**config.mk**
```make
export PLATFORM = sky130hd
export DESIGN_NAME = rename_core
export DESIGN_NICKNAME = d
export VERILOG_FILES = /design/src/source/rename_pkg.sv /design/src/source/retire_if.sv /design/src/source/free_list.sv /design/src/source/rename_core.sv /design/src/source/reorder_buffer.sv /design/src/source/retire_rat.sv /design/src/source/spec_rat.sv
export SDC_FILE = /design/constraint.sdc
export NUM_CORES = 1
export LEC_CHECK = 0
export BUFFER_PORTS_ARGS = -buffer_cell sky130_fd_sc_hd__buf_2
export CORE_MARGIN = 2
export CORE_UTILIZATION = 35
export DETAILED_ROUTE_END_ITERATION = 10
export MAX_ROUTING_LAYER = met4
export PLACE_DENSITY = 0.56
export SKIP_CTS_REPAIR_TIMING = 1
export SYNTH_ARGS = -nofsm -noshare
export SYNTH_HDL_FRONTEND = slang
export SYNTH_SLANG_ARGS = --single-unit
```
**constraint.sdc**
```tcl
create_clock -name clk -period 4.7 [get_ports clk]
set_input_delay 0.47 -clock clk [delete_from_list [all_inputs] [get_ports clk]]
set_output_delay 0.47 -clock clk [all_outputs]
set_load 0.1 [all_outputs]
```
**src/source/rename_pkg.sv**
```systemverilog
package rename_pkg;

    // General architectural registers, flags sit at index NUM_ARCH_REGS
    parameter int NUM_ARCH_REGS = 8;

    // Physical register file size
    parameter int NUM_PHYS_REGS = 32;

    // Reorder buffer entries, must be a power of two
    parameter int ROB_DEPTH = 8;

    // Widths follow the defaults above
    parameter int ARCH_IDX_W = 4;
    parameter int PHYS_IDX_W = 5;
    parameter int ROB_TAG_W  = 3;

    // Architectural index
    // 0..7 are general registers, 8 is the flag register
    typedef logic [ARCH_IDX_W-1:0] arch_idx_t;

    // Physical register index
    typedef logic [PHYS_IDX_W-1:0] phys_idx_t;

    // Reorder buffer entry index
    typedef logic [ROB_TAG_W-1:0] rob_tag_t;

endpackage

```
**src/source/retire_if.sv**
```systemverilog
`timescale 1ns/1ps

interface retire_if;

    // One retirement per cycle from the reorder buffer head
    logic                  valid;
    rename_pkg::arch_idx_t arch;
    rename_pkg::phys_idx_t phys;
    rename_pkg::rob_tag_t  tag;

    // Forwarded flush, never high together with valid
    logic                  flush;

    modport source (
        output valid, arch, phys, tag, flush
    );

    modport sink (
        input valid, arch, phys, tag, flush
    );

endinterface

```
**src/source/free_list.sv**
```systemverilog
`timescale 1ns/1ps

module free_list #(
    parameter int NUM_PHYS_REGS = rename_pkg::NUM_PHYS_REGS
) (
    input  logic                     clk,
    input  logic                     rst,
    input  logic                     alloc_en,
    output rename_pkg::phys_idx_t    alloc_phys,
    output logic                     alloc_ok,
    input  logic                     freed_valid,
    input  rename_pkg::phys_idx_t    freed_phys,
    input  logic                     flush,
    input  logic [NUM_PHYS_REGS-1:0] mapped_mask
);

    // One bit per physical register, set means free
    logic [NUM_PHYS_REGS-1:0] free_map;
    logic [NUM_PHYS_REGS-1:0] free_next;

    // Lowest set bit wins, so scan from the top down
    always_comb begin
        alloc_phys = '0;
        for (int i = NUM_PHYS_REGS - 1; i >= 0; i--) begin
            if (free_map[i]) begin
                alloc_phys = rename_pkg::phys_idx_t'(i);
            end
        end
    end

    assign alloc_ok = |free_map;

    // Normal update: take the allocated bit, give back the freed one
    always_comb begin
        free_next = free_map;
        if (alloc_en) begin
            free_next[alloc_phys] = 1'b0;
        end
        if (freed_valid) begin
            free_next[freed_phys] = 1'b1;
        end
    end

    always_ff @(posedge clk) begin
        if (rst) begin
            // Identity mapping holds 0..NUM_ARCH_REGS
            for (int i = 0; i < NUM_PHYS_REGS; i++) begin
                free_map[i] <= (i > rename_pkg::NUM_ARCH_REGS);
            end
        end else if (flush) begin
            // Anything the retired table does not hold is free again
            free_map <= ~mapped_mask;
        end else begin
            free_map <= free_next;
        end
    end

endmodule

```
**src/source/rename_core.sv**
```systemverilog
`timescale 1ns/1ps

module rename_core #(
    parameter int NUM_ARCH_REGS = rename_pkg::NUM_ARCH_REGS,
    parameter int NUM_PHYS_REGS = rename_pkg::NUM_PHYS_REGS,
    parameter int ROB_DEPTH     = rename_pkg::ROB_DEPTH
) (
    input  logic                  clk,
    input  logic                  rst,
    input  logic                  dispatch_valid,
    input  rename_pkg::arch_idx_t dispatch_arch,
    output logic                  dispatch_ready,
    output rename_pkg::phys_idx_t dispatch_phys,
    output rename_pkg::rob_tag_t  dispatch_tag,
    input  logic                  complete_valid,
    input  rename_pkg::rob_tag_t  complete_tag,
    output logic                  commit_valid,
    output rename_pkg::arch_idx_t commit_arch,
    output rename_pkg::phys_idx_t commit_phys,
    output logic                  freed_valid,
    output rename_pkg::phys_idx_t freed_phys,
    input  logic                  flush
);

    logic                     accept;
    logic                     rob_full;
    logic                     alloc_ok;
    rename_pkg::phys_idx_t    alloc_phys;
    rename_pkg::phys_idx_t    old_phys;
    logic [NUM_PHYS_REGS-1:0] mapped_mask;
    rename_pkg::phys_idx_t    retired_map [NUM_ARCH_REGS:0];

    retire_if ret_bus ();

    // Dispatch handshake
    assign dispatch_ready = !rob_full && alloc_ok && !flush;
    assign accept         = dispatch_valid && dispatch_ready;
    assign dispatch_phys  = alloc_phys;

    assign commit_valid = ret_bus.valid;
    assign commit_arch  = ret_bus.arch;
    assign commit_phys  = ret_bus.phys;

    free_list #(.NUM_PHYS_REGS(NUM_PHYS_REGS)) u_free_list (
        .clk(clk), .rst(rst), .alloc_en(accept), .alloc_phys(alloc_phys),
        .alloc_ok(alloc_ok), .freed_valid(freed_valid), .freed_phys(freed_phys),
        .flush(flush), .mapped_mask(mapped_mask)
    );

    spec_rat #(.NUM_ARCH_REGS(NUM_ARCH_REGS)) u_spec_rat (
        .clk(clk), .rst(rst), .write_en(accept), .write_arch(dispatch_arch),
        .write_phys(alloc_phys), .read_arch(dispatch_arch), .read_phys(old_phys),
        .flush(flush), .retired_map(retired_map)
    );

    reorder_buffer #(.ROB_DEPTH(ROB_DEPTH)) u_reorder_buffer (
        .clk(clk), .rst(rst), .alloc_en(accept), .alloc_arch(dispatch_arch),
        .alloc_phys(alloc_phys), .alloc_old_phys(old_phys), .alloc_tag(dispatch_tag),
        .full(rob_full), .complete_valid(complete_valid), .complete_tag(complete_tag),
        .flush(flush), .ret(ret_bus.source)
    );

    retire_rat #(
        .NUM_ARCH_REGS(NUM_ARCH_REGS),
        .NUM_PHYS_REGS(NUM_PHYS_REGS)
    ) u_retire_rat (
        .clk(clk), .rst(rst), .ret(ret_bus.sink), .freed_valid(freed_valid),
        .freed_phys(freed_phys), .mapped_mask(mapped_mask), .retired_map(retired_map)
    );

endmodule

```
**src/source/reorder_buffer.sv**
```systemverilog
`timescale 1ns/1ps

module reorder_buffer #(
    parameter int ROB_DEPTH = rename_pkg::ROB_DEPTH
) (
    input  logic                  clk,
    input  logic                  rst,
    input  logic                  alloc_en,
    input  rename_pkg::arch_idx_t alloc_arch,
    input  rename_pkg::phys_idx_t alloc_phys,
    input  rename_pkg::phys_idx_t alloc_old_phys,
    output rename_pkg::rob_tag_t  alloc_tag,
    output logic                  full,
    input  logic                  complete_valid,
    input  rename_pkg::rob_tag_t  complete_tag,
    input  logic                  flush,
    retire_if.source              ret
);

    localparam int CNT_W = $clog2(ROB_DEPTH + 1);

    // Entry control bits
    logic [ROB_DEPTH-1:0] valid_q;
    logic [ROB_DEPTH-1:0] done_q;

    // Entry payload
    rename_pkg::arch_idx_t arch_q [ROB_DEPTH];
    rename_pkg::phys_idx_t phys_q [ROB_DEPTH];
    // Previous mapping, kept for debug visibility
    rename_pkg::phys_idx_t old_phys_q [ROB_DEPTH];

    rename_pkg::rob_tag_t head;
    rename_pkg::rob_tag_t tail;
    logic [CNT_W-1:0]     count;

    logic retire;

    assign full      = (count == CNT_W'(ROB_DEPTH));
    assign alloc_tag = tail;

    // Head retires as soon as it is done
    assign retire    = valid_q[head] && done_q[head] && !flush;

    assign ret.valid = retire;
    assign ret.arch  = arch_q[head];
    assign ret.phys  = phys_q[head];
    assign ret.tag   = head;
    assign ret.flush = flush;

    always_ff @(posedge clk) begin
        if (rst || flush) begin
            valid_q <= '0;
            done_q  <= '0;
            head    <= '0;
            tail    <= '0;
            count   <= '0;
        end else begin
            if (alloc_en) begin
                valid_q[tail] <= 1'b1;
                done_q[tail]  <= 1'b0;
                tail          <= tail + 1'b1;
            end
            // Completions for dead entries are dropped
            if (complete_valid && valid_q[complete_tag]) begin
                done_q[complete_tag] <= 1'b1;
            end
            if (retire) begin
                valid_q[head] <= 1'b0;
                head          <= head + 1'b1;
            end
            case ({alloc_en, retire})
                2'b10:   count <= count + 1'b1;
                2'b01:   count <= count - 1'b1;
                default: count <= count;
            endcase
        end
    end

    always_ff @(posedge clk) begin
        if (alloc_en) begin
            arch_q[tail]     <= alloc_arch;
            phys_q[tail]     <= alloc_phys;
            old_phys_q[tail] <= alloc_old_phys;
        end
    end

endmodule

```
**src/source/retire_rat.sv**
```systemverilog
`timescale 1ns/1ps

module retire_rat #(
    parameter int NUM_ARCH_REGS = rename_pkg::NUM_ARCH_REGS,
    parameter int NUM_PHYS_REGS = rename_pkg::NUM_PHYS_REGS
) (
    input  logic                     clk,
    input  logic                     rst,
    retire_if.sink                   ret,
    output logic                     freed_valid,
    output rename_pkg::phys_idx_t    freed_phys,
    output logic [NUM_PHYS_REGS-1:0] mapped_mask,
    output rename_pkg::phys_idx_t    retired_map [NUM_ARCH_REGS:0]
);

    // Committed map, flags at the top index
    rename_pkg::phys_idx_t map_q [NUM_ARCH_REGS:0];

    rename_pkg::phys_idx_t old_phys;
    logic                  commit;

    assign commit   = ret.valid && !ret.flush;
    assign old_phys = map_q[ret.arch];

    always_comb begin
        mapped_mask = '0;
        for (int i = 0; i <= NUM_ARCH_REGS; i++) begin
            mapped_mask[map_q[i]] = 1'b1;
            retired_map[i]        = map_q[i];
        end
    end

    always_ff @(posedge clk) begin
        if (rst) begin
            for (int i = 0; i <= NUM_ARCH_REGS; i++) begin
                map_q[i] <= rename_pkg::phys_idx_t'(i);
            end
            freed_valid <= 1'b0;
        end else begin
            // Pulse lasts one cycle after the commit edge
            freed_valid <= commit && (old_phys != ret.phys);
            if (commit) begin
                map_q[ret.arch] <= ret.phys;
            end
        end
    end

    // Superseded register goes back to the free list
    always_ff @(posedge clk) begin
        if (commit) begin
            freed_phys <= old_phys;
        end
    end

endmodule

```
**src/source/spec_rat.sv**
```systemverilog
`timescale 1ns/1ps

module spec_rat #(
    parameter int NUM_ARCH_REGS = rename_pkg::NUM_ARCH_REGS
) (
    input  logic                  clk,
    input  logic                  rst,
    input  logic                  write_en,
    input  rename_pkg::arch_idx_t write_arch,
    input  rename_pkg::phys_idx_t write_phys,
    input  rename_pkg::arch_idx_t read_arch,
    output rename_pkg::phys_idx_t read_phys,
    input  logic                  flush,
    input  rename_pkg::phys_idx_t retired_map [NUM_ARCH_REGS:0]
);

    // Speculative map, flag register lives in the top entry
    rename_pkg::phys_idx_t map_q [NUM_ARCH_REGS:0];

    // Current mapping of the dispatching destination
    assign read_phys = map_q[read_arch];

    always_ff @(posedge clk) begin
        if (rst) begin
            for (int i = 0; i <= NUM_ARCH_REGS; i++) begin
                map_q[i] <= rename_pkg::phys_idx_t'(i);
            end
        end else if (flush) begin
            // Drop all speculative renames
            for (int i = 0; i <= NUM_ARCH_REGS; i++) begin
                map_q[i] <= retired_map[i];
            end
        end else if (write_en) begin
            map_q[write_arch] <= write_phys;
        end
    end

endmodule

```
== Word level (Yosys, flattened, before mapping) ==
Memories as Yosys holds them, arrays and structs flattened. A register that Yosys moved wholly into a read port is not among the register bits.
Cells that the tools add are included.

* Word-level logic and storage cells: 183
* Output and inout bits: 25
* Memories kept: 3
* Bits of input ports: 12
* RAM bits: 117
* Register bits: 64

* Multiplexer cells: 90
* Add/subtract/negate cells: 4
* Reduce and logical (&&, ||, !) cells: 28
* Bitwise logic cells: 18
* Order comparisons: 28
* Eq/ne operators: 4

{| class="wikitable"
|+ Memories
! memory !! words !! width !! rd ports !! clocked after memory_dff !! write ports !! line !! RTL
|-
| u_retire_rat.map_q || 9 || 5 || 10 || 0 || 9 || retire_rat.sv:17 || <nowiki>rename_pkg::phys_idx_t map_q [NUM_ARCH_REGS:0];</nowiki>
|-
| u_reorder_buffer.phys_q || 8 || 5 || 1 || 1 || 1 || reorder_buffer.sv:28 || <nowiki>rename_pkg::phys_idx_t phys_q [ROB_DEPTH];</nowiki>
|-
| u_reorder_buffer.arch_q || 8 || 4 || 1 || 1 || 1 || reorder_buffer.sv:27 || <nowiki>rename_pkg::arch_idx_t arch_q [ROB_DEPTH];</nowiki>
|}

{| class="wikitable"
|+ Operators by type and width
! cell !! count
|-
| OR 32 bit || 9
|-
| two-way mux 5 bit || 33
|-
| two-way mux 32 bit || 3
|-
| < comparator 5 x 6 -> 1 bit, second input constant || 11
|-
| inverter 32 bit || 2
|-
| demux 1 bit (select 5 bit) || 11
|-
| >= comparator 5 x 1 -> 1 bit, second input constant || 11
|-
| two-way mux 8 bit || 6
|-
| bitwise AND 32 bit || 1
|-
| OR reduction 32 bit || 1
|-
| two-way mux 1 bit || 25
|-
| logical AND 1 bit || 22
|-
| bitwise AND 8 bit || 2
|-
| inverter 8 bit || 2
|-
| OR 8 bit || 2
|-
| < comparator 3 x 4 -> 1 bit, second input constant || 3
|-
| two-way mux 3 bit || 4
|-
| binary-select mux 1 bit (select 3 bit) || 3
|-
| demux 1 bit (select 3 bit) || 3
|-
| >= comparator 3 x 1 -> 1 bit, second input constant || 3
|-
| case mux 4 bit (2 select lines) || 1
|-
| adder 3 x 1 -> 3 bit, second input constant || 2
|-
| != test 5 bit || 1
|-
| OR reduction 5 bit || 1
|-
| 9 further kinds || 10
|}

== Longest topological paths before layout ==
* Word-level depth: 42
* Depth in mapped cells: 12
* Depth with buffers taken out: 12

== Hierarchy ==
From an unflattened synthesis, not the netlist that was laid out.

* Cell total of the unflattened synthesis: 1488
* Area, all modules: 16512.1 um2

{| class="wikitable"
|+ By module, submodules not included
! module !! seq. area each (um2) !! instances !! area an instance (um2) !! cells each
|-
| retire_rat || 2572.5 || 1 || 6112.1 || 632
|-
| reorder_buffer || 2742.6 || 1 || 4294.1 || 290
|-
| spec_rat || 2402.3 || 1 || 3713.6 || 245
|-
| free_list || 640.6 || 1 || 2372.3 || 319
|-
| rename_core || 0.0 || 1 || 20.0 || 2
|}

== Worst setup path after synthesis ==
Ideal clock, no wire load.

* Path kind: flip-flop to flip-flop
* Start point: register u_reorder_buffer.head[0], in the netlist u_reorder_buffer.ret.tag[0]
* End point: register u_reorder_buffer.count[3]
* Data required time: 4.629 ns
* Clock period less this slack: 4.313 ns
* Path buffers: 1
* Slack: 0.387 ns
* Arrival: 4.242 ns
* Cell stages (with the launch flop): 13
* Library setup time: 0.071 ns
* Cells stage by stage: dfxtp_1 clkbuf_1 mux4_2 mux2_2 o211ai_1 nor2_1 ha_1 ha_1 a21o_1 a21oi_1 xnor2_1 or3_1 a21oi_1

* Longest elaborated chain between the ends: 6
* Elaborated cells between the ends (all ways): 10
* Those cells by class: eq/ne (2); mux (5); reduce/logical (3)

{| class="wikitable"
|+ Ends and longest elaborated chain
! what !! line !! RTL
|-
| start: declaration || reorder_buffer.sv:32 || <nowiki>rename_pkg::rob_tag_t head;</nowiki>
|-
| start signal: assignment || reorder_buffer.sv:69 || <nowiki>head <= head + 1'b1;</nowiki>
|-
| binary-select mux 1 bit (select 3 bit) || reorder_buffer.sv:42 || <nowiki>assign retire = valid_q[head] && done_q[head] && !flush;</nowiki>
|-
| two-way mux 1 bit (not written as such) || reorder_buffer.sv:42 ||
|-
| logical AND 1 bit * (2 in series) || reorder_buffer.sv:42 ||
|-
| via commit_valid || rename_core.sv:17 || <nowiki>output logic commit_valid,</nowiki>
|-
| equality test 2 x 1 -> 1 bit or equality test 2 bit (tied branches) || reorder_buffer.sv:71 || <nowiki>case ({alloc_en, retire})</nowiki>
|-
| case mux 4 bit (2 select lines) or nonzero test 2 bit (tied branches) || - ||
|-
| end signal: assignment || reorder_buffer.sv:72 || <nowiki>2'b10: count <= count + 1'b1;</nowiki>
|-
| end signal: assignment || reorder_buffer.sv:73 || <nowiki>2'b01: count <= count - 1'b1;</nowiki>
|-
| end signal: assignment || reorder_buffer.sv:74 || <nowiki>default: count <= count;</nowiki>
|-
| end: declaration || reorder_buffer.sv:34 || <nowiki>logic [CNT_W-1:0] count;</nowiki>
|}

The timed path passes the listed nets; every way through them passes the cells marked *. The select of a mux whose other input is x is not followed.
A chain may end at the register's enable or synchronous reset.

==> results_tabular.tex <==
\begin{tabular}{lr}
\hline
Metric & Value \\
\hline
\multicolumn{2}{l}{\textbf{Final layout}} \\
\quad Utilization after layout & 39.8\% \\
\quad Proportion of layout cells with a drive suffix above 1 & 13.5\% \\
\quad Layout Nets & 1270 \\
\quad Summed area of non-filler cells in the final layout & 0.0138 sq mm \\
\quad Area added between synthesis and finish & 11.5\% \\
\multicolumn{2}{l}{\textbf{Worst setup path}} \\
\quad CP Data Required Time & 4.23 ns \\
\quad Critical path cell sequence & buf\_4 > mux4\_2 > mux2i\_4 > inv\_1 > buf\_2 \\
\quad CP Buf/Inv Count & 3 \\
\quad Startpoint types & flip-flop \\
\quad Data arrival time of the critical path & 3.40 ns \\
\quad Type of element capturing the critical path & output port \\
\quad Category of cells accounting for the largest share of critical-path delay & multiplexers \\
\quad CP max-delay cell & dfxtp\_1 \\
\quad Delay contributed by the slowest stage of the critical path & 0.68 ns \\
\quad Critical path fanouts, max & 17 \\
\quad Kind of critical path & flip-flop to output port \\
\multicolumn{2}{l}{\textbf{Floorplanning}} \\
\quad Placeable core region & 0.0346 sq mm \\
\quad Starting density of the core & 35.7\% \\
\quad DIE AREA & 0.0368 sq mm \\
\quad Std cell rows & 68 \\
\quad Die extent in y & 192 um \\
\quad Io pins & 37 \\
\quad Die Span X & 192 um \\
\multicolumn{2}{l}{\textbf{Worst hold path}} \\
\quad Hold Crit Class & input pin to flip-flop \\
\multicolumn{2}{l}{\textbf{GRT}} \\
\quad Wire length of the first global-routing pass & 67500 um \\
\quad Antenna violations before repair & 1 \\
\quad Via count of the first global-routing pass & 10500 \\
\quad Overall fraction of global-route tracks in use & 25.5\% \\
\quad Maximum number of pins on one net before global-route repair & 35 \\
\quad Total congestion overflow & 0 \\
\multicolumn{2}{l}{\textbf{Synthesis}} \\
\quad Post-synthesis share of cell area spent on full adders, half adders and majority gates & 0.669\% \\
\quad EDFF count, synth & 157 \\
\quad Mean area per synthesized cell & 9.97 sq um \\
\quad Combinational family with the most area after synthesis & simple AND/OR/NAND/NOR gates \\
\quad Count of mapped cells out of synthesis & 1239 \\
\quad Async set-reset flop share out of synthesis & 0\% \\
\quad Primary flip-flop cell chosen by synthesis mapping & edfxtp\_1 \\
\quad Portion of the post-synthesis area used by sequential elements & 48.2\% \\
\quad Leading area contributor after synthesis & edfxtp\_1 \\
\quad Yosys top cell area share & 38.2\% \\
\quad Leading post-synthesis cells by cell area & edfxtp\_1 (38\%), dfxtp\_1 (10\%), o22ai\_1 (6.9\%) \\
\quad Post-synth cell types & 77 \\
\quad Basic-gate share of the synthesized area counting and, or, nand and nor cells & 20.4\% \\
\quad Fraction of synthesized cell area in xor and xnor cells & 0.922\% \\
\quad Most used standard cells in the synthesized netlist & edfxtp\_1 (157), nor2\_1 (145), o22ai\_1 (136) \\
\quad Area of the mapped netlist & 0.0123 sq mm \\
\quad Synthesis warning total & 0 \\
\quad Complex-gate fraction of the synthesized area & 18.2\% \\
\quad Syn nets & 1257 \\
\quad Flip-flop and latch count after synthesis & 219 \\
\quad Most common cell in the synthesized netlist & edfxtp\_1 \\
\quad Portion of netlist area occupied by mux cells & 7.96\% \\
\multicolumn{2}{l}{\textbf{Place}} \\
\quad Post-placement cell area & 0.0130 sq mm \\
\quad Routability-driven placement congestion ratio & 1.01 \\
\quad Dpl hpwl & 31000 um \\
\quad Number of port buffers & 36 \\
\multicolumn{2}{l}{\textbf{STA}} \\
\quad Post-layout minimum cycle time & 3.87 ns \\
\quad Setup Total Neg Slack & 0 ns \\
\quad Worst slew pin tran & 1.18 ns \\
\quad Max-slew violation count & 0 \\
\quad Worst slew slack as a fraction of its limit & 21.0\% \\
\quad Clock tree skew after final layout & 0.0217 ns \\
\quad Number of failing hold endpoints at the final stage & 0 \\
\quad Upper clock frequency limit & 0.258 GHz \\
\quad Ratio of final minimum period to clock period & 82.4\% \\
\quad Final setup fails & 0 \\
\quad Unrepaired setup endpoints after global routing & no \\
\multicolumn{2}{l}{\textbf{Status}} \\
\quad Outcome & finished, final reports clean \\
\multicolumn{2}{l}{\textbf{Route}} \\
\quad Via Count & 11000 \\
\quad Per-cell routed wire length & 26.4 um \\
\quad Final antenna-violating net count & 0 \\
\quad Aggregate routed wire length & 45600 um \\
\quad Post-detailed-route DRC marker count & 0 \\
\quad Number of vias per cell & 6.33 \\
\quad TritonRoute pass-1 iters & 6 \\
\quad DRC marker count from the first detailed-route iteration & 1582 \\
\multicolumn{2}{l}{\textbf{Clock network}} \\
\quad Max Root-Sink Buffers & 3 \\
\quad Root Driver & clkbuf\_16 \\
\quad H-tree depth & 1 \\
\quad Clock sinks & 219 \\
\quad Number of buffers inserted during clock tree synthesis & 25 \\
\quad Clock-pin slew on the worst setup and hold paths & 0.06 ns \\
\quad Clock tree from TritonCTS & yes \\
\quad Clock insertion delay at the later pin of the skew report & 0.54 ns \\
\multicolumn{2}{l}{\textbf{Power}} \\
\quad Pwr per Cell Area & 329 mW/mm\^{}2 \\
\quad Post-layout total power & 0.00454 W \\
\quad LEAKAGE & 4.43 nW \\
\quad Worst-case vdd ir drop & 0.288 mV \\
\multicolumn{2}{l}{\textbf{Run}} \\
\quad Max-cap viol count & 0 \\
\hline
\end{tabular}
## registers in the layout, summed over array words and instances, names as in the netlist, named ones only
name / flops
u_reorder_buffer.valid_q: 8
u_reorder_buffer.ret.tag: 3
u_reorder_buffer.arch_q: 32
u_reorder_buffer.phys_q: 40
u_reorder_buffer.done_q: 8
u_retire_rat.freed_valid: 1
u_retire_rat.freed_phys: 5
u_free_list.free_map: 32
u_reorder_buffer.alloc_tag: 3
u_retire_rat.map_q: 80
u_reorder_buffer.count: 4
## report_power, final
| part | switching [W] | internal (W) |
|---|---|---|
| Combinational | 0.000346 | 0.000131 |
| Clock | 0.000786 | 0.00110 |
| Sequential | 0.0000595 | 0.00211 |
| Total | 0.00119 | 0.00334 |
## logic make-up (layout without fill, tap and decap cells)
group,after synthesis,in the layout
AOI/OAI and AO/OA,344,344
xor gates and xnor gates,13,13
adders and majority gates,6,6
buffers and inverters,104,136
DFF,219,219
muxes,57,57
other,0,4
and+or+nand+nor,496,496
## path summary, 6_finish.rpt
kind | start | endpoint | slack, ns | cells after the start
worst max-delay path | flip-flop | commit_arch[2] | 0.83 | 5
worst min-delay path | dispatch_arch[1] | u_reorder_buffer.arch_q[3][1]$_DFFE_PP_ | 0.21 | 1
worst max register to register | flip-flop | u_retire_rat.freed_valid$_SDFF_PP0_ | 1.09 | 9
worst min register to register | u_reorder_buffer.done_q[3]$_SDFF_PP0_ | u_reorder_buffer.done_q[3]$_SDFF_PP0_ | 0.48 | 2
## metrics by stage
| step | hold slack [ns] | std cells | setup slack [ns] |
|---|---|---|---|
| after global routing | 0.205 | 1730 | 0.634 |
| after detailed placement | 0.467 | 1680 | 1.13 |
| after global placement | 0.463 | 1680 | 1.16 |
| final | 0.214 | 1730 | 0.827 |
| after CTS | 0.194 | 1726 | 0.834 |
| after floorplan | 0.443 | 1239 | 0.387 |
## cell usage in the layout, fill, tap and decap left out, types with 9 or more instances in the layout
cell type and instances:
a21oi_1 52, a221oi_1 17, buf_2 36, buf_4 26
clkbuf_16 25, dfxtp_1 62, edfxtp_1 157, inv_1 27
mux2i_1 24, mux4_2 22, nand2_1 99, nand2b_1 45
nand3_1 28, nand3b_1 29, nor2_1 145, nor2b_1 12
nor3_1 52, nor3b_1 9, o21ai_0 53, o22ai_1 136
o311ai_0 11, o31ai_1 9, or2_2 14, or3_1 17
or3b_2 17, xnor2_1 9
## area by class of cell
| class | instances | area [sq um] |
|---|---|---|
| Fill cell | 3356 | 20900 |
| Timing Repair Buffer | 62 | 375 |
| Tap cell | 455 | 569 |
| Antenna cell | 4 | 10.0 |
| Clock inverter | 17 | 144 |
| Clock buffer | 29 | 651 |
| Multi-Input combinational cell | 916 | 5950 |
| Inverter | 28 | 108 |
| Sequential cell | 219 | 5960 |
## metal layers
layer / part of all wire [%] / wire length [um] / vias to the layer above / global-route usage (%)
met1: 42 / 19200 / 5316 / 34.5
met3: 9.9 / 4520 / 163 / 5.26
met5: 0 / 0 / - / -
met4: 4.9 / 2240 / 0 / 9.91
li1: - / - / 4802 / -
met2: 43 / 19700 / 669 / 37.5
Power figures use the tool's default switching activity.
